### src/design/wb_pkg.sv
//*********************************************************************
// Shared bus definitions
//*********************************************************************
package wb_pkg;

    localparam int ADDR_W       = 32;
    localparam int DATA_W       = 32;
    localparam int SEL_W        = 4;
    localparam int NUM_MANAGERS = 4;                     // Host plus three teams
    localparam int MGR_W        = $clog2(NUM_MANAGERS);

    // Address map, top address byte
    localparam logic [7:0] REGION_SRAM = 8'h30;
    localparam logic [7:0] REGION_PAD  = 8'h31;

    localparam int SRAM_WORDS = 256;
    localparam int SRAM_IDX_W = $clog2(SRAM_WORDS);      // Word index from adr[9:2]

    // Byte offsets inside the pad region
    localparam logic [ADDR_W-9:0] PAD_GPIO_OFS = 'h0;
    localparam logic [ADDR_W-9:0] PAD_LA_OFS   = 'h4;

    typedef struct packed {
        logic              cyc;
        logic              stb;
        logic              we;
        logic [SEL_W-1:0]  sel;
        logic [ADDR_W-1:0] adr;
        logic [DATA_W-1:0] dat;
    } wb_req_t;

    typedef struct packed {
        logic              ack;
        logic [DATA_W-1:0] dat;
    } wb_rsp_t;

    typedef enum logic [1:0] {
        PERIPH_SRAM,
        PERIPH_PAD,
        PERIPH_NONE
    } periph_e;

    typedef enum logic {
        ARB_IDLE,
        ARB_BUSY
    } arb_state_e;

endpackage

### src/design/wb_decoder.sv
//*********************************************************************
// Bus address decoder
//*********************************************************************
`timescale 1ns/1ps

module wb_decoder (
    input  logic            wb_clk_i,
    input  logic            reset_i,
    input  wb_pkg::wb_req_t bus_req_i,
    output wb_pkg::wb_rsp_t bus_rsp_o,
    output wb_pkg::wb_req_t sram_req_o,
    output wb_pkg::wb_req_t pad_req_o,
    input  wb_pkg::wb_rsp_t sram_rsp_i,
    input  wb_pkg::wb_rsp_t pad_rsp_i
);
    import wb_pkg::*;

    periph_e periph;
    logic    none_stb;
    logic    none_ack;

    always_comb begin
        case (bus_req_i.adr[ADDR_W-1 -: 8])
            REGION_SRAM: periph = PERIPH_SRAM;
            REGION_PAD:  periph = PERIPH_PAD;
            default:     periph = PERIPH_NONE;
        endcase
    end

    // Only the addressed target sees the strobes
    always_comb begin
        sram_req_o     = bus_req_i;
        sram_req_o.cyc = bus_req_i.cyc && (periph == PERIPH_SRAM);
        sram_req_o.stb = bus_req_i.stb && (periph == PERIPH_SRAM);
        pad_req_o      = bus_req_i;
        pad_req_o.cyc  = bus_req_i.cyc && (periph == PERIPH_PAD);
        pad_req_o.stb  = bus_req_i.stb && (periph == PERIPH_PAD);
    end

    assign none_stb = bus_req_i.cyc && bus_req_i.stb && (periph == PERIPH_NONE);

    // Unmapped responder, data 0 and writes dropped
    always_ff @(posedge wb_clk_i) begin
        if (reset_i) begin
            none_ack <= 1'b0;
        end else begin
            none_ack <= none_stb && !none_ack;
        end
    end

    always_comb begin
        case (periph)
            PERIPH_SRAM: bus_rsp_o = sram_rsp_i;
            PERIPH_PAD:  bus_rsp_o = pad_rsp_i;
            default:     bus_rsp_o = '{ack: none_ack, dat: '0};
        endcase
    end

    // Targets never answer together
    a_one_ack: assert property (@(posedge wb_clk_i) disable iff (reset_i)
        $onehot0({sram_rsp_i.ack, pad_rsp_i.ack, none_ack}));

endmodule

### config.mk
export PLATFORM = sky130hd
export DESIGN_NAME = wb_decoder
export DESIGN_NICKNAME = d
export VERILOG_FILES = /design/src/design/wb_pkg.sv /design/src/design/wb_decoder.sv
export SDC_FILE = /design/constraint.sdc
export NUM_CORES = 1
export LEC_CHECK = 0
export BUFFER_PORTS_ARGS = -buffer_cell sky130_fd_sc_hd__buf_2
export CORE_AREA = 2 2 123 125
export CTS_CLUSTER_SIZE = 25
export DETAILED_ROUTE_END_ITERATION = 6
export DIE_AREA = 0 0 125 127
export MAX_ROUTING_LAYER = met4
export PLACE_DENSITY = 0.47
export SYNTH_ARGS = -nofsm -noshare
export SYNTH_HDL_FRONTEND = slang
export SYNTH_SLANG_ARGS = --single-unit
### constraint.sdc
create_clock -name wb_clk_i -period 0.8 [get_ports wb_clk_i]
set_input_delay 0.04 -clock wb_clk_i [delete_from_list [all_inputs] [get_ports wb_clk_i]]
set_output_delay 0.04 -clock wb_clk_i [all_outputs]
set_load 0.01 [all_outputs]
After elaboration in Yosys (flattened, before gate mapping)
Index checks and enable logic that the tools add are counted.
- register bits after elaboration: 1
- bits of input ports: 139
- output and inout bits: 175
- equality and inequality tests: 4
- mux-type cells: 2
- reductions and logical operators: 9
- operators by type and width (kind ; count):
    $pmux 33 s2 ; 1
    $eq 8x6->1 const B ; 2
    $logic_and 1x1->1 ; 7
    $pmux 2 s2 ; 1
    $eq 2x1->1 const B ; 1
    $eq 2x2->1 const B ; 1
    $logic_not 2->1 ; 1
    $logic_not 1->1 ; 1

Longest topological paths before layout
Gate-level depths: netlist of run 1.
- depth after elaboration: 5
- mapped depth: 4

Worst setup path after synthesis of run 1
Ideal clock, no wire load.
- path type: input port to output port
- from: input bus_req_i[63] (netlist bit)
- to: output bus_rsp_o[32] (netlist bit)
- data arrival time: 842 ps
- required time: 760 ps
- slack: -82 ps
- cell stages on the path: 3
- path buffers: 0
- cell sequence: nor3_4 > and4_2 > mux2_4
- RTL lines (what ; line ; source):
    from (decl) ; wb_decoder.sv:9 ; input wb_pkg::wb_req_t bus_req_i,
    to (decl) ; wb_decoder.sv:10 ; output wb_pkg::wb_rsp_t bus_rsp_o,

==> results.cfg, run 1 <==
[layout]
nNetsFinal = 359
fillers = 1699
stdcell_area_um2 = 1642
largest_register_ffs = 1
antennaDiodeCount = 0
reg_top3 = none_ack (1)
mostFrequentLayoutCells = buf_2, mux2i_1, nor2_1
regMostFlops = none_ack
final_common_cell = buf_2
area_growth_pct = -2.236
drive_gt1_share_pct = 68.81

[placed_design]
placed_area_um2 = 1590
place_hpwl_um = 3506
pre_cts_slack_ps = -323.1
portBuffers = 130
place_congestion = 0.7817

[power_and_ir_drop]
power.internal_mw = 0.3615
seqPwrFrac_pct = 9.4
switchingPower_mw = 0.2221
switching_share_pct = 38.05
clkPwrFrac_pct = 0
comb_power_share_pct = 90.6
leakagePower_nw = 0.9397
ir_worst_vdd_uv = 116.4
pwr_density_cell_nw_per_um2 = 355.5

[worst_setup_path]
cp_max_fo = 3
crit_cells = 5
crit_family = simple AND/OR/NAND/NOR gates
critPathMaxStageDelay_ps = 300
arrival_ps = 1040
cp_cell_sequence = buf_8 > nor3_4 > and4_4 > mux2_4 > buf_6
path_class = input port to output pin
cp-end-kind = output pin
worstRegToRegCells = 1
crit_buf_inv = 2
start_kind = input port
required_ps = 760
crit_path_top_delay_cell = mux2_4

[floorplan]
dieArea_um2 = 15880
die_width_um = 125
start_util_pct = 11.64
dieHeight_um = 127
ioPinCount = 314
fp-row-count = 44
core_area_um2 = 14420

[grt]
grt_pass1_wl_um = 6030
use_met3_pct = 1.633
grt_usage_pct = 4.514
grt_pass1_vias = 1134
grt_remaining_overflow = 0
gr-usage-met1_pct = 5.275
grt_busiest_layer = met2
grt_util_met2_pct = 7.033
grt_antenna_before_repair = 0
grt_max_degree = 23

[routing]
dr.pass1.iters = 3
wirelength_um = 4096
drc = 0
wl_per_cell_um = 10.19
drt_iter0_drc = 48
detail-route-antenna-nets = 0
vias = 1172
routed_via_density = 2.915

[sta]
setup_slack_ps = -282.1
fmax_mhz = 924.1
hold_viol = 0
drv_slew = 0
min_period_over_period_pct = 135.3
finalSetupTns_ps = -6389
setup_viol = 38
slew_headroom_pct = 86.35
period_needed_ps = 1082
rsz0062_at_grt = true
worstMarginPinSlew_ps = 199.1
fin_skew_ps = 0

[clock_tree]
clock_latency_ps = 0
post_cts_buffers = 0

[status]
status = complete, but fails checks
violations = setup timing

[logic_synthesis]
synth_cell_types = 16
yosys_warnings = 0
netlist_instances = 222
syn_area_um2 = 1679
syn_nets = 361
ys_seq_area_share_pct = 1.192
syn_area_per_cell_um2 = 7.564
ys_ff_latch = 1

[worst_hold_path]
hold_class = input port to output pin
holdPathStages = 0

[job]
cap_violations = 0
power by group through the flow:
stage | logic [mW] | registers (mW) | clock network (mW)
2_1_floorplan | 0.893 | 0.0538 | 0
3_3_place_gp | 0.513 | 0.0543 | 0
3_5_place_dp | 0.515 | 0.0540 | 0
4_1_cts | 0.529 | 0.0542 | 0
5_1_grt | 0.573 | 0.0549 | 0
6_report | 0.529 | 0.0546 | 0
logic make-up (layout without fill, tap and decap cells):
family	Yosys count	count (layout)	synth area share, %
buf+inv	145	141	65.57
simple gates	42	42	12.59
flops	1	1	1.192
mux	34	34	20.64
path summary, 6_finish.rpt:
kind                       from            end  slack [ps]
hold reg to reg        none_ack       none_ack         440
setup / recovery  bus_req_i[62]  bus_rsp_o[32]        -280
setup reg to reg       none_ack       none_ack         170
hold / removal    bus_req_i[51]  pad_req_o[51]          80
cells in the mapped netlist, drive strengths merged:
| library cell | instances | share of area (%) |
|---|---|---|
| nor2 | 33 | 7.5 |
| and3 | 2 | 0.75 |
| nor3b | 2 | 0.89 |
| mux2 | 2 | 1.6 |
| mux2i | 32 | 19 |
| nor4 | 1 | 0.37 |
| nand2 | 1 | 0.22 |
| dfxtp | 1 | 1.2 |
| nand4 | 1 | 1.3 |
| nor3 | 1 | 0.97 |
| buf | 145 | 66 |
| and4 | 1 | 0.60 |
area by class of cell:
| cell class | instances | area, µm² | area share (%) |
|---|---|---|---|
| flip-flops and latches | 1 | 20.02 | 1.220 |
| multi-input cells | 76 | 580.6 | 35.37 |
| well taps | 184 | 230.2 | 14.02 |
| repair buffers | 141 | 810.8 | 49.39 |
stage by stage:
step | std cells | hold WS, ps | power [mW] | utilization [%]
final | 402 | 80.00 | 0.5836 | 11.38
after CTS | 402 | 80.10 | 0.5834 | 11.29
after global placement | 402 | 80.10 | 0.5669 | 11.03
after floorplan | 222 | 116.1 | 0.9470 | -
after detailed placement | 402 | 80.10 | 0.5685 | 11.03
after global routing | 402 | 80.02 | 0.6283 | 11.38
layer usage:
| metal | vias up | wire length, µm | part of all wire (%) |
|---|---|---|---|
| li1 | 562 | - | - |
| met1 | 496 | 1539 | 38 |
| met2 | 85 | 1872 | 46 |
| met3 | 29 | 545 | 13 |
| met4 | 0 | 137 | 3.3 |
| met5 | - | 0 | 0 |
repair_timing:
| action | 4_1_cts | 5_1_grt |
|---|---|---|
| resized for setup | 9 | 3 |
| setup endpoints to repair | 38 | 38 |
| pin swaps | 2 | 2 |
| hold buffers | 0 | 0 |
(Power assumes the default switching activity.)
==> inputs of run 2 (changes only) <==
CORE_AREA = 2 2 122 124   (was 2 2 123 125)
DIE_AREA = 0 0 124 126   (was 0 0 125 127)
PLACE_DENSITY = 0.46   (was 0.47)
clock period = 1.3 ns   (was 0.8 ns; I/O delays follow)
==> run 2 against run 1 <==
The flow now finishes without violations. Highest routed layer unchanged. Clock skew did not move. Sequential power fell by 39%. Via count decreased by 1.3%. Sequential share of layout area rose by 0.11 points. Cell count down 1.7%. Flip-flop and latch count did not move.
==> results.cfg, run 2 (synthesis gave the netlist of run 1 again) <==
[status]
status = complete, no violations

[clock_tree]
hold_buffers = 0
cts_resized = 0
clock_latency_ps = 0
post_cts_buffers = 0

[routing]
drt_iter0_drc = 8
routed_via_density = 2.929
dr.pass1.iters = 2
wirelength_um = 3751
wl_per_cell_um = 9.496
detail-route-antenna-nets = 0
vias = 1157
drc = 0

[worst_setup_path]
crit_path_top_delay_cell = and4_2
cp-end-kind = output pin
r2r_setup_slack_ps = 660
cp_common_cell = buf_2
cp_cell_sequence = buf_2 > nor3_4 > and4_2 > mux2_4 > buf_2
start_kind = input port
crit_buf_inv = 2
cp_max_fo = 4
arrival_ps = 1150
critPathMaxStageDelay_ps = 300
crit_family = simple AND/OR/NAND/NOR gates
required_ps = 1240
path_class = input port to output pin

[layout]
nNetsFinal = 352
largest_register_ffs = 1
area.sequential_um2 = 20.02
final_cells = 395
mostFrequentLayoutCells = buf_2, mux2i_1, nor2_1
regMostFlops = none_ack
area_growth_pct = -10.58
multiInputGateArea_um2 = 558.0
antennaDiodeCount = 0
final_common_cell = buf_2
fillers = 1729
reg_top3 = none_ack (1)
stdcell_area_um2 = 1501
drive_gt1_share_pct = 65.88
postLayoutCoreUtil_pct = 10.49

[grt]
grt_pass1_vias = 1155
grt_usage_pct = 4.161
grt_antenna_before_repair = 0
grt_max_degree = 23
grt_remaining_overflow = 0
grt_pass1_wl_um = 5368

[sta]
setup_viol = 0
fin_skew_ps = 0
period_needed_ps = 1218
hold_slack_ps = 130.0
setup_slack_ps = 82.37
min_period_over_period_pct = 93.66
slew_headroom_pct = 84.31
fmax_mhz = 821.3
worstMarginPinSlew_ps = 228.8
rsz0062_at_grt = false
hold_viol = 0
finalSetupTns_ps = 0
drv_slew = 0

[placed_design]
placed_cells = 395
place_hpwl_um = 3254
place_congestion = 0.7634
portBuffers = 130
placed_area_um2 = 1501
pre_cts_slack_ps = 74.12

[power_and_ir_drop]
total_power_mw = 0.3276
power.internal_mw = 0.1972
ir_worst_vdd_uv = 61.93
leakagePower_nw = 0.8819
switching_share_pct = 39.79
clkPwrFrac_pct = 0
pwr_density_cell_nw_per_um2 = 218.2
switchingPower_mw = 0.1304
comb_power_share_pct = 89.8
seqPwrFrac_pct = 10.2

[worst_hold_path]
hold_class = input port to output pin

[floorplan]
fp-row-count = 44
die_width_um = 124
dieArea_um2 = 15620
ioPinCount = 314
start_util_pct = 11.73
dieHeight_um = 126
core_area_um2 = 14310

[job]
cap_violations = 0
## run 2: changes by cell type in the layout (fill, tap and decap cells not counted), sizes merged
cell	before	now
buf	141	134
## run 2: final timing paths
kind              endpoint     startpoint  depth (start not counted)
max          bus_rsp_o[32]  bus_req_i[63]                          5
min           pad_req_o[5]   bus_req_i[5]                          0
max reg2reg       none_ack       none_ack                          1
min reg2reg       none_ack       none_ack                          1
## run 2: layer usage
metal	routed length (µm)	track usage, %	up-vias
li1	-	-	548
met1	1200	3.605	488
met2	1808	8.080	94
met3	639	1.404	27
met4	103	1.520	0
met5	0	-	-
## run 2: power by group through the flow
stage / sequential (mW) / clock [mW] / combinational, mW
detailed placement: 0.0333 / 0 / 0.299
global route: 0.0335 / 0 / 0.328
global placement: 0.0334 / 0 / 0.297
floorplan: 0.0331 / 0 / 0.548
CTS: 0.0333 / 0 / 0.300
finish: 0.0333 / 0 / 0.294
## run 2: cell type report
cell class | instances | share of cell area, %
timing repair buffer | 134 | 46.17
sequential | 1 | 1.333
multi-input combinational | 76 | 37.17
tap | 184 | 15.33
==> inputs of run 3 (changes only) <==
==> constraint.sdc (replaced) <==
create_clock -name wb_clk_i -period 1.3 [get_ports wb_clk_i]
set_input_delay 0.26 -clock wb_clk_i [delete_from_list [all_inputs] [get_ports wb_clk_i]]
set_output_delay 0.26 -clock wb_clk_i [all_outputs]
set_load 0.01 [all_outputs]
==> run 3 against run 2 <==
Critical endpoint unchanged. Power up 14%. Via count up 4.3%. Largest power group unchanged. Routed wire length up 6.6%. Critical path depth unchanged. First-iteration DRC count up 110%. The run now ends with setup timing left. Sequential share of layout area down 0.19 points. Core utilization up 1.7 points. Fmax down 20%. Cell count up 3.0%. Setup slack worse by 300 ps. Sequential power about the same.
==> results.cfg, run 3 (synthesis gave the netlist of run 1 again) <==
[sta]
setup_slack_ps = -220.5
hold_viol = 0
drv_slew = 0
setup_viol = 37
hold_slack_ps = 411.0
fin_skew_ps = 0
slew_headroom_pct = 80.87
worstMarginPinSlew_ps = 279.0
fmax_mhz = 657.7
rsz0062_at_grt = true
period_needed_ps = 1520
min_period_over_period_pct = 117.0

[routing]
wirelength_um = 4000
routed_via_density = 2.966
wl_per_cell_um = 9.828
dr.pass1.iters = 4
detail-route-antenna-nets = 0
vias = 1207
drc = 0
drt_iter0_drc = 17

[placed_design]
pre_cts_slack_ps = -251.0
portBuffers = 130
place_congestion = 0.6449
place_hpwl_um = 3308

[worst_setup_path]
critPathMaxStageDelay_ps = 300
path_class = input port to output pin
cp-end-kind = output pin
crit_path_top_delay_cell = mux2_4
cp_cell_sequence = buf_8 > nor3_4 > and4_4 > mux2_4 > buf_6
crit_buf_inv = 2
crit_family = simple AND/OR/NAND/NOR gates
arrival_ps = 1260
cp_max_fo = 3
start_kind = input port
required_ps = 1040

[layout]
mostFrequentLayoutCells = buf_2, mux2i_1, nor2_1
antennaDiodeCount = 0
largest_register_ffs = 1
regMostFlops = none_ack
final_common_cell = buf_2
nNetsFinal = 364
fillers = 1650
area_growth_pct = 3.875
drive_gt1_share_pct = 72.20
reg_top3 = none_ack (1)

[floorplan]
dieArea_um2 = 15620
dieHeight_um = 126
start_util_pct = 11.73
core_area_um2 = 14310
ioPinCount = 314
die_width_um = 124
fp-row-count = 44

[power_and_ir_drop]
pwr_density_cell_nw_per_um2 = 213.3
ir_worst_vdd_uv = 69.03
leakagePower_nw = 0.9763
total_power_mw = 0.3720

[grt]
grt_antenna_before_repair = 0
grt_pass1_vias = 1058
grt_max_degree = 27
grt_pass1_wl_um = 4933
grt_remaining_overflow = 0
grt_usage_pct = 3.951

[status]
status = complete, but fails checks
violations = setup timing

[job]
cap_violations = 0

[clock_tree]
clock_latency_ps = 0
path_clk_slew_ps = 0

[worst_hold_path]
hold_class = flip-flop to flip-flop
## run 3: cell count changes in the layout (fill, tap and decap cells not counted), moves of 3 or more
cell    previous run  this run
buf_2            130       123
buf_4              3         9
buf_6              0         9
nor2_1            32        26
nor2_2             1         4
nor2_4             0         3
## run 3: repair_timing
item / in CTS / in global routing
hold buffers: 0 / 0
buffers inserted: 0 / 2
resized for setup: 9 / 16
endpoints found under the setup margin: 37 / 37
gates cloned: 0 / 1
pin swaps: 10 / 2
hold endpoints to repair: 0 / 0
## run 3: worst paths after layout
path | to | depth (start not counted) | slack (ps) | start
max | bus_rsp_o[32] | 5 | -220 | bus_req_i[57]
min | none_ack | 1 | 410 | none_ack
max reg2reg | none_ack | 1 | 670 | none_ack
min reg2reg | none_ack | 1 | 410 | none_ack
## run 3: per-stage QoR
stage               area, µm²  utilization, %  std cells  setup TNS [ps]
floorplan                1680               -        222               0
global placement         1595           11.15        404           -5996
CTS                      1638           11.44        404           -5743
global route             1744           12.19        407           -9640
finish                   1744           12.19        407           -6667
detailed placement       1595           11.15        404           -5885
## run 3: layer usage
layer | track usage [%] | vias up | routed length [µm]
met1 | 2.976 | 497 | 1173
met3 | 1.766 | 33 | 676
met4 | 2.313 | 0 | 187
li1 | - | 573 | -
met2 | 7.466 | 104 | 1962
met5 | - | - | 0
## run 3: where the power goes
group / leakage [nW] / switching [mW] / internal, mW
registers: 0.00820 / 0.000580 / 0.0326
clock network: 0 / 0 / 0
logic: 0.968 / 0.142 / 0.197
total: 0.976 / 0.143 / 0.229
## run 3: cell type report
class	count	area [µm²]	area share, %
Sequential cell	1	20.02	1.148
Tap cell	184	230.2	13.20
Multi-Input combinational cell	76	609.3	34.94
Timing Repair Buffer	146	884.6	50.72
