**src/design/pad_pkg.sv**
```systemverilog
//*********************************************************************
// Pad and team definitions
//*********************************************************************
package pad_pkg;

    localparam int NUM_TEAMS = 3;
    localparam int GPIO_W    = 38;
    localparam int LA_W      = 128;

    typedef logic [1:0] team_sel_t;

    // No team on the pins
    localparam team_sel_t TEAM_NONE = 2'd3;

    typedef struct packed {
        logic [GPIO_W-1:0] gpio_out;
        logic [GPIO_W-1:0] gpio_oeb;   // Active low enable
    } pad_out_t;

endpackage

```
**src/design/wb_pkg.sv**
```systemverilog
//*********************************************************************
// Shared bus definitions
//*********************************************************************
package wb_pkg;

    localparam int ADDR_W       = 32;
    localparam int DATA_W       = 32;
    localparam int SEL_W        = 4;
    localparam int NUM_MANAGERS = 4;                     // Host plus three teams
    localparam int MGR_W        = $clog2(NUM_MANAGERS);

    // Address map, top address byte
    localparam logic [7:0] REGION_SRAM = 8'h30;
    localparam logic [7:0] REGION_PAD  = 8'h31;

    localparam int SRAM_WORDS = 256;
    localparam int SRAM_IDX_W = $clog2(SRAM_WORDS);      // Word index from adr[9:2]

    // Byte offsets inside the pad region
    localparam logic [ADDR_W-9:0] PAD_GPIO_OFS = 'h0;
    localparam logic [ADDR_W-9:0] PAD_LA_OFS   = 'h4;

    typedef struct packed {
        logic              cyc;
        logic              stb;
        logic              we;
        logic [SEL_W-1:0]  sel;
        logic [ADDR_W-1:0] adr;
        logic [DATA_W-1:0] dat;
    } wb_req_t;

    typedef struct packed {
        logic              ack;
        logic [DATA_W-1:0] dat;
    } wb_rsp_t;

    typedef enum logic [1:0] {
        PERIPH_SRAM,
        PERIPH_PAD,
        PERIPH_NONE
    } periph_e;

    typedef enum logic {
        ARB_IDLE,
        ARB_BUSY
    } arb_state_e;

endpackage

```
**src/design/pad_select.sv**
```systemverilog
//*********************************************************************
// GPIO and LA source select
//*********************************************************************
`timescale 1ns/1ps

module pad_select (
    input  logic                                                wb_clk_i,
    input  logic                                                reset_i,
    input  wb_pkg::wb_req_t                                     req_i,
    output wb_pkg::wb_rsp_t                                     rsp_o,
    input  pad_pkg::pad_out_t [pad_pkg::NUM_TEAMS-1:0]          team_pad_i,
    input  logic [pad_pkg::NUM_TEAMS-1:0][pad_pkg::LA_W-1:0]    team_la_i,
    output logic [pad_pkg::GPIO_W-1:0]                          io_out_o,
    output logic [pad_pkg::GPIO_W-1:0]                          io_oeb_o,
    output logic [pad_pkg::LA_W-1:0]                            la_data_out_o
);
    import wb_pkg::*;
    import pad_pkg::*;

    team_sel_t         gpio_sel;
    team_sel_t         la_sel;
    logic              access;
    logic              hit_gpio;
    logic              hit_la;
    logic              ack_q;
    logic [DATA_W-1:0] rd_q;

    assign access   = req_i.cyc && req_i.stb && !ack_q;
    assign hit_gpio = (req_i.adr[ADDR_W-9:0] == PAD_GPIO_OFS);
    assign hit_la   = (req_i.adr[ADDR_W-9:0] == PAD_LA_OFS);

    always_ff @(posedge wb_clk_i) begin
        if (reset_i) begin
            ack_q    <= 1'b0;
            gpio_sel <= TEAM_NONE;
            la_sel   <= TEAM_NONE;
        end else begin
            ack_q <= access;
            if (access && req_i.we) begin
                if (hit_gpio) gpio_sel <= req_i.dat[1:0];
                if (hit_la)   la_sel   <= req_i.dat[1:0];
            end
        end
    end

    // Read back, other offsets give 0
    always_ff @(posedge wb_clk_i) begin
        if (access) begin
            if (hit_gpio)    rd_q <= DATA_W'(gpio_sel);
            else if (hit_la) rd_q <= DATA_W'(la_sel);
            else             rd_q <= '0;
        end
    end

    assign rsp_o.ack = ack_q;
    assign rsp_o.dat = rd_q;

    // Pin muxes
    always_comb begin
        if (gpio_sel == TEAM_NONE) begin
            io_out_o = '0;
            io_oeb_o = '1;   // All pins as inputs
        end else begin
            io_out_o = team_pad_i[gpio_sel].gpio_out;
            io_oeb_o = team_pad_i[gpio_sel].gpio_oeb;
        end
        la_data_out_o = (la_sel == TEAM_NONE) ? '0 : team_la_i[la_sel];
    end

    // Ack lands while the same request still strobes
    a_ack_after_stb: assert property (@(posedge wb_clk_i) disable iff (reset_i)
        ack_q |-> req_i.cyc && req_i.stb && $stable(req_i.adr));

endmodule

```
**config.mk**
```make
export PLATFORM = sky130hd
export DESIGN_NAME = pad_select
export DESIGN_NICKNAME = d
export VERILOG_FILES = /design/src/design/pad_pkg.sv /design/src/design/wb_pkg.sv /design/src/design/pad_select.sv
export SDC_FILE = /design/constraint.sdc
export NUM_CORES = 1
export LEC_CHECK = 0
export ABC_AREA = 1
export BUFFER_PORTS_ARGS = -buffer_cell sky130_fd_sc_hd__buf_2
export CORE_AREA = 5 5 352 354
export CTS_CLUSTER_SIZE = 10
export DETAILED_ROUTE_END_ITERATION = 7
export DIE_AREA = 0 0 357 359
export GPL_ROUTABILITY_DRIVEN = 0
export GPL_TIMING_DRIVEN = 0
export MAX_ROUTING_LAYER = met4
export PLACE_DENSITY_LB_ADDON = 0.2
export SLEW_MARGIN = 25
export SYNTH_ARGS = -nofsm -noshare
export SYNTH_HDL_FRONTEND = slang
export SYNTH_SLANG_ARGS = --single-unit
```
**constraint.sdc**
```tcl
create_clock -name wb_clk_i -period 2.3 [get_ports wb_clk_i]
set_input_delay 0.115 -clock wb_clk_i [delete_from_list [all_inputs] [get_ports wb_clk_i]]
set_output_delay 0.115 -clock wb_clk_i [all_outputs]
set_load 0.02 [all_outputs]
```
# Word-level counts from Yosys, hierarchy flattened
# Index checks and enable logic that the tools add are counted.
[totals] elab_cells=26 memories=0 output_inout_bits=237 reg_bits=37 latch_bits=0 romBits=0 ramBits=0 input_bits=685
[op_classes] shift=0 mux=9 magnitude_cmp=2 bitwise_logic=0 n_div=0 multipliers=0 add_sub_neg=0 reduce_logical=7 n_eq_ne=3
[op_table] cell="128-bit binary-select mux with 2-bit select" n=1
[op_table] cell="128-bit two-way mux" n=2
[op_table] cell="76-bit binary-select mux with 2-bit select" n=1
[op_table] cell="38-bit two-way mux" n=2
[op_table] cell="76-bit two-way mux" n=1
[op_table] cell="24-bit by 3-bit equality test with 1-bit output (second input constant)" n=1
[op_table] cell="24-bit zero test" n=1
[op_table] cell="2-bit by 3-bit less-than comparator with 1-bit output (second input constant)" n=2
[op_table] cell="2-bit equality test (second input constant)" n=2
[op_table] cell="2-bit two-way mux" n=2
[op_table] cell="2-bit AND reduction" n=2
[op_table] cell="1-bit logical AND" n=3
[op_table] cell="1-bit zero test" n=1

# Logic depth before layout (Yosys ltp)
# Gate-level depths: netlist of the first run.
[logic_depth] depth_word=4 depth_mapped=8 depth_no_buf=7

# Worst setup path after synthesis of the first run
# No wires, ideal clock.
[synth_path] path_kind="flip-flop to output port" from="reg la_sel[0]" to="out la_data_out_o[15] (netlist bit)" required_time_ns=2.185 path_stages_with_launch=7 arrival_ns=1.303 path_slack_ns=0.882 path_buffers=3 path_cell_list="dfxtp_1 > buf_4 > inv_2 > buf_6 > buf_6 > nor2_1 > o31ai_1"
[synth_between] elab_chain_cells=3 elab_cells_between_ends=4 classes_between="eq/ne: 1; mux: 3"
[synth_lines] element="start, declared" line_no="pad_select.sv:21" text="team_sel_t la_sel;"
[synth_lines] element="start signal, assigned" line_no="pad_select.sv:41" text="if (hit_la) la_sel <= req_i.dat[1:0];"
[synth_lines] element="128-bit binary-select mux with 2-bit select" line_no="pad_select.sv:67" text="la_data_out_o = (la_sel == TEAM_NONE) ? '0 : team_la_i[la_sel];"
[synth_lines] element="128-bit two-way mux (implied by the code)" line_no="pad_select.sv:67"
[synth_lines] element="128-bit two-way mux *" line_no="pad_select.sv:67"
[synth_lines] element="end, declared" line_no="pad_select.sv:15" text="output logic [pad_pkg::LA_W-1:0] la_data_out_o"
# Every way passes the cells marked *; elsewhere a longest branch is shown, timed or not. The select of a mux whose other input is x is not followed.

# Worst setup path in the final report of the first run
[layout_path] from="reg la_sel[0]" to="out la_data_out_o[57] (netlist bit)"
# Same word-level chain as after synthesis.

==> impl_metrics.env, run 1 <==
export IMPL_ys_top_cells_by_area="nor2_1 22%, o31ai_2 21%, nand3_1 12%"
export IMPL_tightestPinTransition_ns=0.762
export IMPL_synth_cells_most_frequent="341 x nor2_1, 141 x nand3_1, 98 x o31ai_2"
export IMPL_synth_area_um2=5770
export IMPL_num_rows=128
export IMPL_holdPathStages=2
export IMPL_cts_clk_slew_worst_paths_ns=0.04
export IMPL_setup_ws_ns=0.00234
export IMPL_grt_pass1_vias=11800
export IMPL_whs_ns=0.106
export IMPL_ios=922
export IMPL_clock_latency_ns=0.24
export IMPL_min_path_type="input pin to flip-flop"
export IMPL_area_growth_pct=116
export IMPL_cp_data_arrival_time_ns=2.18
export IMPL_remaining_drc_errors=0
export IMPL_synth_top_area_cell="nor2_1"
export IMPL_dominantRegCellSynth="dfxtp_1"
export IMPL_hold_path_end="ack_q"
export IMPL_slew_headroom_pct=48.7
export IMPL_grt_overflow_total=0
export IMPL_drive_gt1_share_pct=57.8
export IMPL_drtIter0Drc=624
export IMPL_fin_crit_ns=2.30
export IMPL_fill_cells=14600
export IMPL_setup_worst_path_end_class="primary output"
export IMPL_multi_input_area_um2=4870
export IMPL_synth_async_sr_flop_share_pct=0
export IMPL_grt_max_degree=11
export IMPL_dieHeight_um=359
export IMPL_dp_hpwl_um=76400
export IMPL_gr_usage_all_layers_pct=12.4
export IMPL_cts_tree="done"
export IMPL_numPortBuffers=849
export IMPL_clock_root_buffer="clkbuf_16"
export IMPL_final_seq_area_um2=161
export IMPL_dp_slack_ns=-0.260
export IMPL_die_w_um=357
export IMPL_r2r_slack_ns=0.72
export IMPL_fin_cells=3562
export IMPL_power_density_nw_per_um2=103
export IMPL_final_hold_violation_count=0
export IMPL_worstHoldStart="reset_i"
export IMPL_coreArea_um2=121000
export IMPL_synth_top_area_share_pct=22.2
export IMPL_ys_ff_latch=7
export IMPL_reg2reg_from="la_sel[0]"
export IMPL_path_class="flip-flop to primary output"
export IMPL_drv_cap=0
export IMPL_numCtsBuffers=3
export IMPL_skew_ns=0.00115
export IMPL_die_area_um2=128000
export IMPL_wl_per_cell_um=23.3
export IMPL_avgSynthCellArea_um2=5.60
export IMPL_yosysWarnings=0
export IMPL_antenna_found_initial=70
export IMPL_synth_cell_type_count=22
export IMPL_drv_slew=0
export IMPL_clock_sinks=7
export IMPL_cts_buffer_depth=2
export IMPL_yosysMostFrequentCell="nor2_1"
export IMPL_initial_core_util_pct=4.78
export IMPL_nets=2597
export IMPL_synthCells=1030
export IMPL_p_leak_uw=0.00584
export IMPL_ys_seq_area_share_pct=2.77
export IMPL_r2r_cells=5
export IMPL_critPathMaxFanout=10
export IMPL_grt_pass1_wl_um=105000
export IMPL_status="finished clean"
export IMPL_rsz0062_at_grt="false"
export IMPL_wl_um=83100
export IMPL_r2r_end="rd_q[0]"
export IMPL_max_freq_ghz=0.435
export IMPL_p_total_uw=1280
export IMPL_ant_nets=0
export IMPL_ir_worst_vdd_mv=0.152
export IMPL_cts_max_level=1
export IMPL_cts_setup_buffers=0
export IMPL_num_vias=11300
export IMPL_first_pass_iters=5
export IMPL_final_util_pct=10.3
export IMPL_viasPerCell=3.18
export IMPL_place_inst=3533
export IMPL_synth_edf_count=2
export IMPL_required_ns=2.18
export IMPL_startpoint_type="flip-flop"
export IMPL_period_share_pct=99.9
export IMPL_finalSetupViolCount=0
[critical path, stage by stage, from the launching register on]
cell and delay [ns]:
dfxtp_2 0.40, buf_4 0.23, buf_12 0.17, buf_2 0.18, nor2_1 0.61, o31ai_2 0.13, buf_2 0.20
[through the flow]
step                      TNS (ns)  area (um^2)
after floorplan                  0         5880
after global placement       -1.12        12200
after detailed placement    -0.729        12200
after CTS                  -0.0418        12300
after global routing             0        12400
final                            0        12400
[power breakdown]
| part | switching [uW] | total, uW | internal, uW |
|---|---|---|---|
| clock network | 77.0 | 309 | 232 |
| registers | 1.42 | 131 | 129 |
| logic | 374 | 837 | 462 |
[registers in the layout, summed over array words and instances, names as in the netlist]
name,count
la_sel,2
gpio_sel,2
rd_q,2
ack_q,1
[layout make-up]
type                       instances  area share (%)
timing repair buffer             849            34.2
clock buffer                       4           0.634
sequential                         7            1.30
inverter                          13           0.392
buffer                           136            7.51
tap                             1625            16.3
antenna                           26           0.523
multi-input combinational        902            39.1
[placed cells by master, fill, tap and decap left out]
master,instances
nand4_1,2
a21oi_1,66
diode_2,26
inv_2,4
buf_4,68
nor2_2,13
a21oi_2,10
dfxtp_1,4
dfxtp_2,1
nand2_1,94
o21ai_1,23
inv_1,9
nand3_2,1
o21ai_0,53
buf_12,1
nor2_1,341
clkbuf_16,3
o31ai_2,93
conb_1,30
buf_6,13
buf_1,1
buf_2,888
clkbuf_1,12
o31ai_1,29
clkbuf_2,1
nand3_1,140
clkbuf_4,2
edfxtp_1,2
nor2_4,1
o31ai_4,6
[logic make-up (layout without fill, tap and decap cells)]
logic type | count (synthesis) | in the layout | synth area share, %
other cells | 1 | 56 | 0.0650
simple gates | 592 | 592 | 42.3
buf+inv | 150 | 1002 | 15.9
compound gates | 280 | 280 | 39.0
flops | 7 | 7 | 2.77
[how the worst max path moves through the flow]
stage | endpoint | slack, ns | cells past startpoint | start
4_1_cts | la_data_out_o[12] | -0.04 | 7 | la_sel[0]
2_1_floorplan | la_data_out_o[15] | 0.88 | 6 | la_sel[0]
5_1_grt | la_data_out_o[38] | 0.02 | 6 | la_sel[0]
6_report | la_data_out_o[57] | 0.002 | 6 | la_sel[0]
3_3_place_gp | la_data_out_o[12] | -0.24 | 6 | la_sel[1]
3_5_place_dp | la_data_out_o[12] | -0.26 | 6 | la_sel[1]
[timing repair]
action,4_1_cts,5_1_grt
pin swaps,1,0
hold buffers,0,0
endpoints found under the setup margin,83,13
cloned,0,0
gates resized for setup,25,10
[per-layer routing]
layer  global-route usage [%]  part of all wire [%]
met5                        -                     0
met4                     3.14                   2.7
met3                     4.04                   9.6
met2                     21.7                    49
met1                     13.6                    38
(Power assumes the default switching activity.)
==> run 2: changes to the inputs <==
Settings changed: ABC_AREA 1 to 0, ABC_CLOCK_PERIOD_IN_PS set to 2300, CORE_AREA 5 5 352 354 to 5 5 358 360, DIE_AREA 0 0 357 359 to 0 0 363 365, MAX_ROUTING_LAYER met4 to unset.
==> impl_metrics.env, run 2 <==
export IMPL_status="finished clean"
export IMPL_required_ns=2.18
export IMPL_cts_buffer_depth=2
export IMPL_critPathMaxFanout=10
export IMPL_final_hold_violation_count=0
export IMPL_slew_headroom_pct=44.4
export IMPL_grt_pass1_vias=9403
export IMPL_synth_async_sr_flop_share_pct=0
export IMPL_clock_latency_ns=0.23
export IMPL_antenna_found_initial=78
export IMPL_setup_ws_ns=0.0883
export IMPL_numCtsBuffers=3
export IMPL_final_util_pct=9.24
export IMPL_grt_overflow_total=0
export IMPL_ir_worst_vdd_mv=0.174
export IMPL_viasPerCell=2.78
export IMPL_ys_top_cells_by_area="mux2i_1 36%, nand2_1 13%, o21ai_1 10%"
export IMPL_num_rows=130
export IMPL_path_class="flip-flop to primary output"
export IMPL_min_path_type="input pin to flip-flop"
export IMPL_drv_slew=0
export IMPL_die_w_um=363
export IMPL_dp_slack_ns=-0.634
export IMPL_ant_nets=0
export IMPL_clock_sinks=7
export IMPL_r2r_end="rd_q[0]"
export IMPL_r2r_slack_ns=0.71
export IMPL_synth_cells_most_frequent="172 x mux2i_1, 168 x nand2_1, 97 x o21ai_1"
export IMPL_rsz0062_at_grt="true"
export IMPL_placed_cell_area_um2=11300
export IMPL_startpoint_type="flip-flop"
export IMPL_hold_path_end="ack_q"
export IMPL_skew_ns=0.00454
export IMPL_die_area_um2=132000
export IMPL_grt_max_degree=11
export IMPL_synthCells=715
export IMPL_synth_top_area_share_pct=35.8
export IMPL_cts_clk_slew_worst_paths_ns=0.03
export IMPL_drive_gt1_share_pct=59.2
export IMPL_synth_area_um2=4810
export IMPL_synth_cell_type_count=24
export IMPL_internal_power_uw=862
export IMPL_p_leak_uw=0.00648
export IMPL_finalSetupViolCount=0
export IMPL_nets=2285
export IMPL_switching_share_pct=33.0
export IMPL_yosysWarnings=0
export IMPL_p_comb_share_pct=66.8
export IMPL_dominantRegCellSynth="dfxtp_1"
export IMPL_coreArea_um2=125000
export IMPL_ios=922
export IMPL_reg2reg_from="la_sel[0]"
export IMPL_dp_hpwl_um=63500
export IMPL_worstHoldStart="reset_i"
export IMPL_avgSynthCellArea_um2=6.72
export IMPL_numPortBuffers=849
export IMPL_remaining_drc_errors=0
export IMPL_tightestPinTransition_ns=0.834
export IMPL_r2r_cells=4
export IMPL_first_pass_iters=4
export IMPL_dieHeight_um=365
export IMPL_yosysMostFrequentCell="mux2i_1"
export IMPL_fin_area_um2=11500
export IMPL_final_cell_mix="865 x buf_2, 171 x mux2i_1, 168 x nand2_1, 95 x o21ai_1, 67 x o21ai_0"
export IMPL_place_inst=3244
export IMPL_ys_ff_latch=7
export IMPL_wl_um=68000
export IMPL_power_density_nw_per_um2=112
export IMPL_area_growth_pct=140
export IMPL_wl_per_cell_um=20.8
export IMPL_drv_cap=0
export IMPL_layout_commonest_cell="buf_2"
export IMPL_cts_max_level=1
export IMPL_fin_cells=3265
export IMPL_period_share_pct=96.2
export IMPL_initial_core_util_pct=3.85
export IMPL_synth_edf_count=2
export IMPL_cp_data_arrival_time_ns=2.10
export IMPL_grt_pass1_wl_um=84200
export IMPL_fin_crit_ns=2.21
export IMPL_cts_tree="done"
export IMPL_clock_root_buffer="clkbuf_16"
export IMPL_largestRegisters="gpio_sel: 2 flops, la_sel: 2 flops, rd_q: 2 flops"
export IMPL_drtIter0Drc=338
export IMPL_num_vias=9091
export IMPL_max_freq_ghz=0.452
export IMPL_holdPathStages=2
export IMPL_seq_power_share_pct=10.1
export IMPL_synth_top_area_cell="mux2i_1"
export IMPL_ys_seq_area_share_pct=3.33
export IMPL_gr_usage_all_layers_pct=9.39
export IMPL_p_switching_uw=425
export IMPL_setup_worst_path_end_class="primary output"
export IMPL_pwr_share_clk_pct=23.1
export IMPL_fin_setup_tns_ns=0
## run 2: cell types whose count changed in the layout (fill, tap and decap cells not counted), sizes merged, moves of 12 or more
cell / previous run / this run
o22a: 0 / 38
mux2i: 0 / 172
nand2: 94 / 168
nor2: 355 / 9
o21ai: 76 / 166
inv: 13 / 1
a21oi: 76 / 0
buf: 971 / 925
o31ai: 128 / 0
mux2: 0 / 38
clkbuf: 18 / 30
nand3: 141 / 0
## run 2: cells by family after synthesis
group	share of synthesized area (%)
buf+inv	11.5
simple gates	16.2
compound gates	24.2
flops	3.33
mux	44.7
other cells	0.0780
## run 2: critical path, cell delays in order, from the launching register on
cell and delay [ns]:
dfxtp_2 0.43, buf_12 0.20, nor2b_2 0.21, buf_6 0.22
buf_2 0.27, nand2_1 0.07, o21ai_0 0.19, buf_2 0.26
## run 2: power by group through the flow
stage	Sequential (uW)	Combinational, uW	Clock [uW]
finish	130	860	297
detailed placement	132	868	0
global placement	132	862	0
CTS	130	873	301
global route	130	943	309
floorplan	134	210	0
## run 2: repair_timing
action	4_1_cts	5_1_grt
resized for setup	51	9
setup endpoints to repair	166	18
hold buffers	0	0
setup buffers	2	0
## run 2: worst max-delay path by stage
stage                          to   startpoint  slack (ns)  cells after the start
2_1_floorplan  la_data_out_o[104]    la_sel[0]        0.74                      5
3_3_place_gp     la_data_out_o[1]    la_sel[1]       -0.76                      4
3_5_place_dp   la_data_out_o[105]    la_sel[1]       -0.63                      7
4_1_cts               io_oeb_o[2]  gpio_sel[0]      0.0009                      5
5_1_grt         la_data_out_o[69]    la_sel[0]       -0.02                      5
6_report        la_data_out_o[32]    la_sel[1]        0.09                      7
## run 2: layout make-up
| type | instances | area [um^2] |
|---|---|---|
| Inverter | 1 | 3.75 |
| Fill cell | 14900 | 113000 |
| Multi-Input combinational cell | 636 | 4220 |
| Tap cell | 1650 | 2060 |
| Clock buffer | 4 | 78.8 |
| Buffer | 99 | 654 |
| Sequential cell | 7 | 161 |
| Antenna cell | 16 | 40.0 |
| Timing Repair Buffer | 852 | 4300 |
## run 2: routing by layer
layer | GRT usage [%] | part of all wire [%] | vias to the layer above
met5 | 0 | 0.27 | -
li1 | - | - | 4287
met3 | 3.28 | 10 | 129
met1 | 10.7 | 38 | 3957
met2 | 17.3 | 50 | 688
met4 | 1.27 | 2.1 | 30
## run 2: through the flow
stage	total power, uW	hold slack [ns]
4_1_cts	1300	0.165
6_report	1290	0.158
3_3_place_gp	994	0.403
5_1_grt	1380	0.183
3_5_place_dp	1000	0.406
2_1_floorplan	344	0.187
==> run 3: changes to the inputs <==
Settings changed: ABC_CLOCK_PERIOD_IN_PS 2300 to 2550.
Clock period 2.3 ns to 2.55 ns, I/O delays scaled along.
==> impl_metrics.env, run 3 (synthesis results as in run 2) <==
export IMPL_wl_per_cell_um=20.8
export IMPL_fin_area_um2=11400
export IMPL_cts_setup_buffers=0
export IMPL_skew_ns=0.00493
export IMPL_cp_data_arrival_time_ns=2.25
export IMPL_die_w_um=363
export IMPL_fill_cells=14900
export IMPL_ios=922
export IMPL_drtIter0Drc=341
export IMPL_critPathMaxFanout=10
export IMPL_grt_pass1_wl_um=84200
export IMPL_startpoint_type="flip-flop"
export IMPL_ir_worst_vdd_mv=0.157
export IMPL_final_seq_area_um2=161
export IMPL_dieHeight_um=365
export IMPL_whs_ns=0.171
export IMPL_p_leak_uw=0.00645
export IMPL_tightestPinTransition_ns=0.809
export IMPL_final_util_pct=9.16
export IMPL_setup_worst_path_end_class="primary output"
export IMPL_multi_input_area_um2=4210
export IMPL_num_rows=130
export IMPL_coreArea_um2=125000
export IMPL_slew_headroom_pct=46.1
export IMPL_power_density_nw_per_um2=102
export IMPL_min_path_type="input pin to flip-flop"
export IMPL_path_class="flip-flop to primary output"
export IMPL_die_area_um2=132000
export IMPL_wl_um=68000
export IMPL_num_vias=9041
export IMPL_grt_overflow_total=0
export IMPL_finalSetupViolCount=0
export IMPL_period_share_pct=93.4
export IMPL_clock_latency_ns=0.23
export IMPL_grt_max_degree=11
export IMPL_first_pass_iters=5
export IMPL_grt_pass1_vias=9409
export IMPL_cts_hold_buf=0
export IMPL_fin_setup_tns_ns=0
export IMPL_cts_buffer_depth=2
export IMPL_numCtsBuffers=3
export IMPL_required_ns=2.42
export IMPL_ant_nets=0
export IMPL_cts_max_level=1
export IMPL_cts_tree="done"
export IMPL_drv_slew=0
export IMPL_largestRegisters="gpio_sel: 2 flops, la_sel: 2 flops, rd_q: 2 flops"
export IMPL_fin_crit_ns=2.38
export IMPL_initial_core_util_pct=3.85
export IMPL_rsz0062_at_grt="false"
export IMPL_status="finished clean"
export IMPL_area_growth_pct=138
export IMPL_layout_commonest_cell="buf_2"
export IMPL_remaining_drc_errors=0
export IMPL_viasPerCell=2.77
export IMPL_antenna_found_initial=78
export IMPL_dp_hpwl_um=63500
export IMPL_final_hold_violation_count=0
export IMPL_placed_cell_area_um2=11300
export IMPL_setup_ws_ns=0.168
export IMPL_clock_root_buffer="clkbuf_16"
export IMPL_numPortBuffers=849
export IMPL_clock_sinks=7
export IMPL_nets=2283
export IMPL_gr_usage_all_layers_pct=9.39
export IMPL_drive_gt1_share_pct=58.9
export IMPL_drv_cap=0
export IMPL_final_cell_mix="884 x buf_2, 172 x mux2i_1, 168 x nand2_1, 98 x o21ai_1, 67 x o21ai_0"
export IMPL_dp_slack_ns=-0.396
export IMPL_max_freq_ghz=0.420
export IMPL_cts_clk_slew_worst_paths_ns=0.03
[run 3: cell count changes in the layout (fill, tap and decap cells not counted), sizes merged]
cell,previous run,this run
diode,16,21
clkdlybuf4s15,0,1
clkbuf,30,26
buf,925,926
[run 3: power by group]
part	internal (uW)	switching, uW
Combinational	452	323
Clock	208	60.3
Sequential	117	0.614
Total	777	384
[run 3: worst max-delay path, stage by stage (launching register included)]
cell and delay (ns):
dfxtp_2 0.41, buf_6 0.24, nor2b_1 0.20, buf_4 0.27, buf_4 0.28, nand2_1 0.10
o21ai_1 0.24, buf_2 0.26
[run 3: cell type report]
cell class	instances	area share, %
flip-flops and latches	7	1.41
plain buffers	99	5.13
multi-input cells	636	36.8
repair buffers	850	37.4
inverters	1	0.0328
well taps	1650	18.1
diodes	21	0.460
clock buffers	4	0.690
[run 3: path summary, 6_finish.rpt]
path              depth (start not counted)  slack, ns            endpoint  startpoint
hold / removal                            2       0.17               ack_q     reset_i
setup reg to reg                          4       0.73             rd_q[0]   la_sel[0]
setup / recovery                          7       0.17  la_data_out_o[105]   la_sel[1]
hold reg to reg                           2       0.66               ack_q       ack_q
[run 3: what timing repair did]
item	CTS	global route
setup endpoints to repair	155	14
resized for setup	20	5
pin swaps	0	0
[run 3: per-layer routing]
metal	wire length (um)	track usage, %	up-vias
met5	173	0	-
met4	1310	1.25	28
met3	7150	3.36	124
met2	33900	17.3	677
met1	25500	10.7	3919
li1	-	-	4293
[run 3: per-stage QoR]
step           instances  power (uW)
3_3_place_gp        3243         897
5_1_grt             3248        1250
2_1_floorplan        744         310
4_1_cts             3247        1180
6_report            3268        1160
3_5_place_dp        3244         902
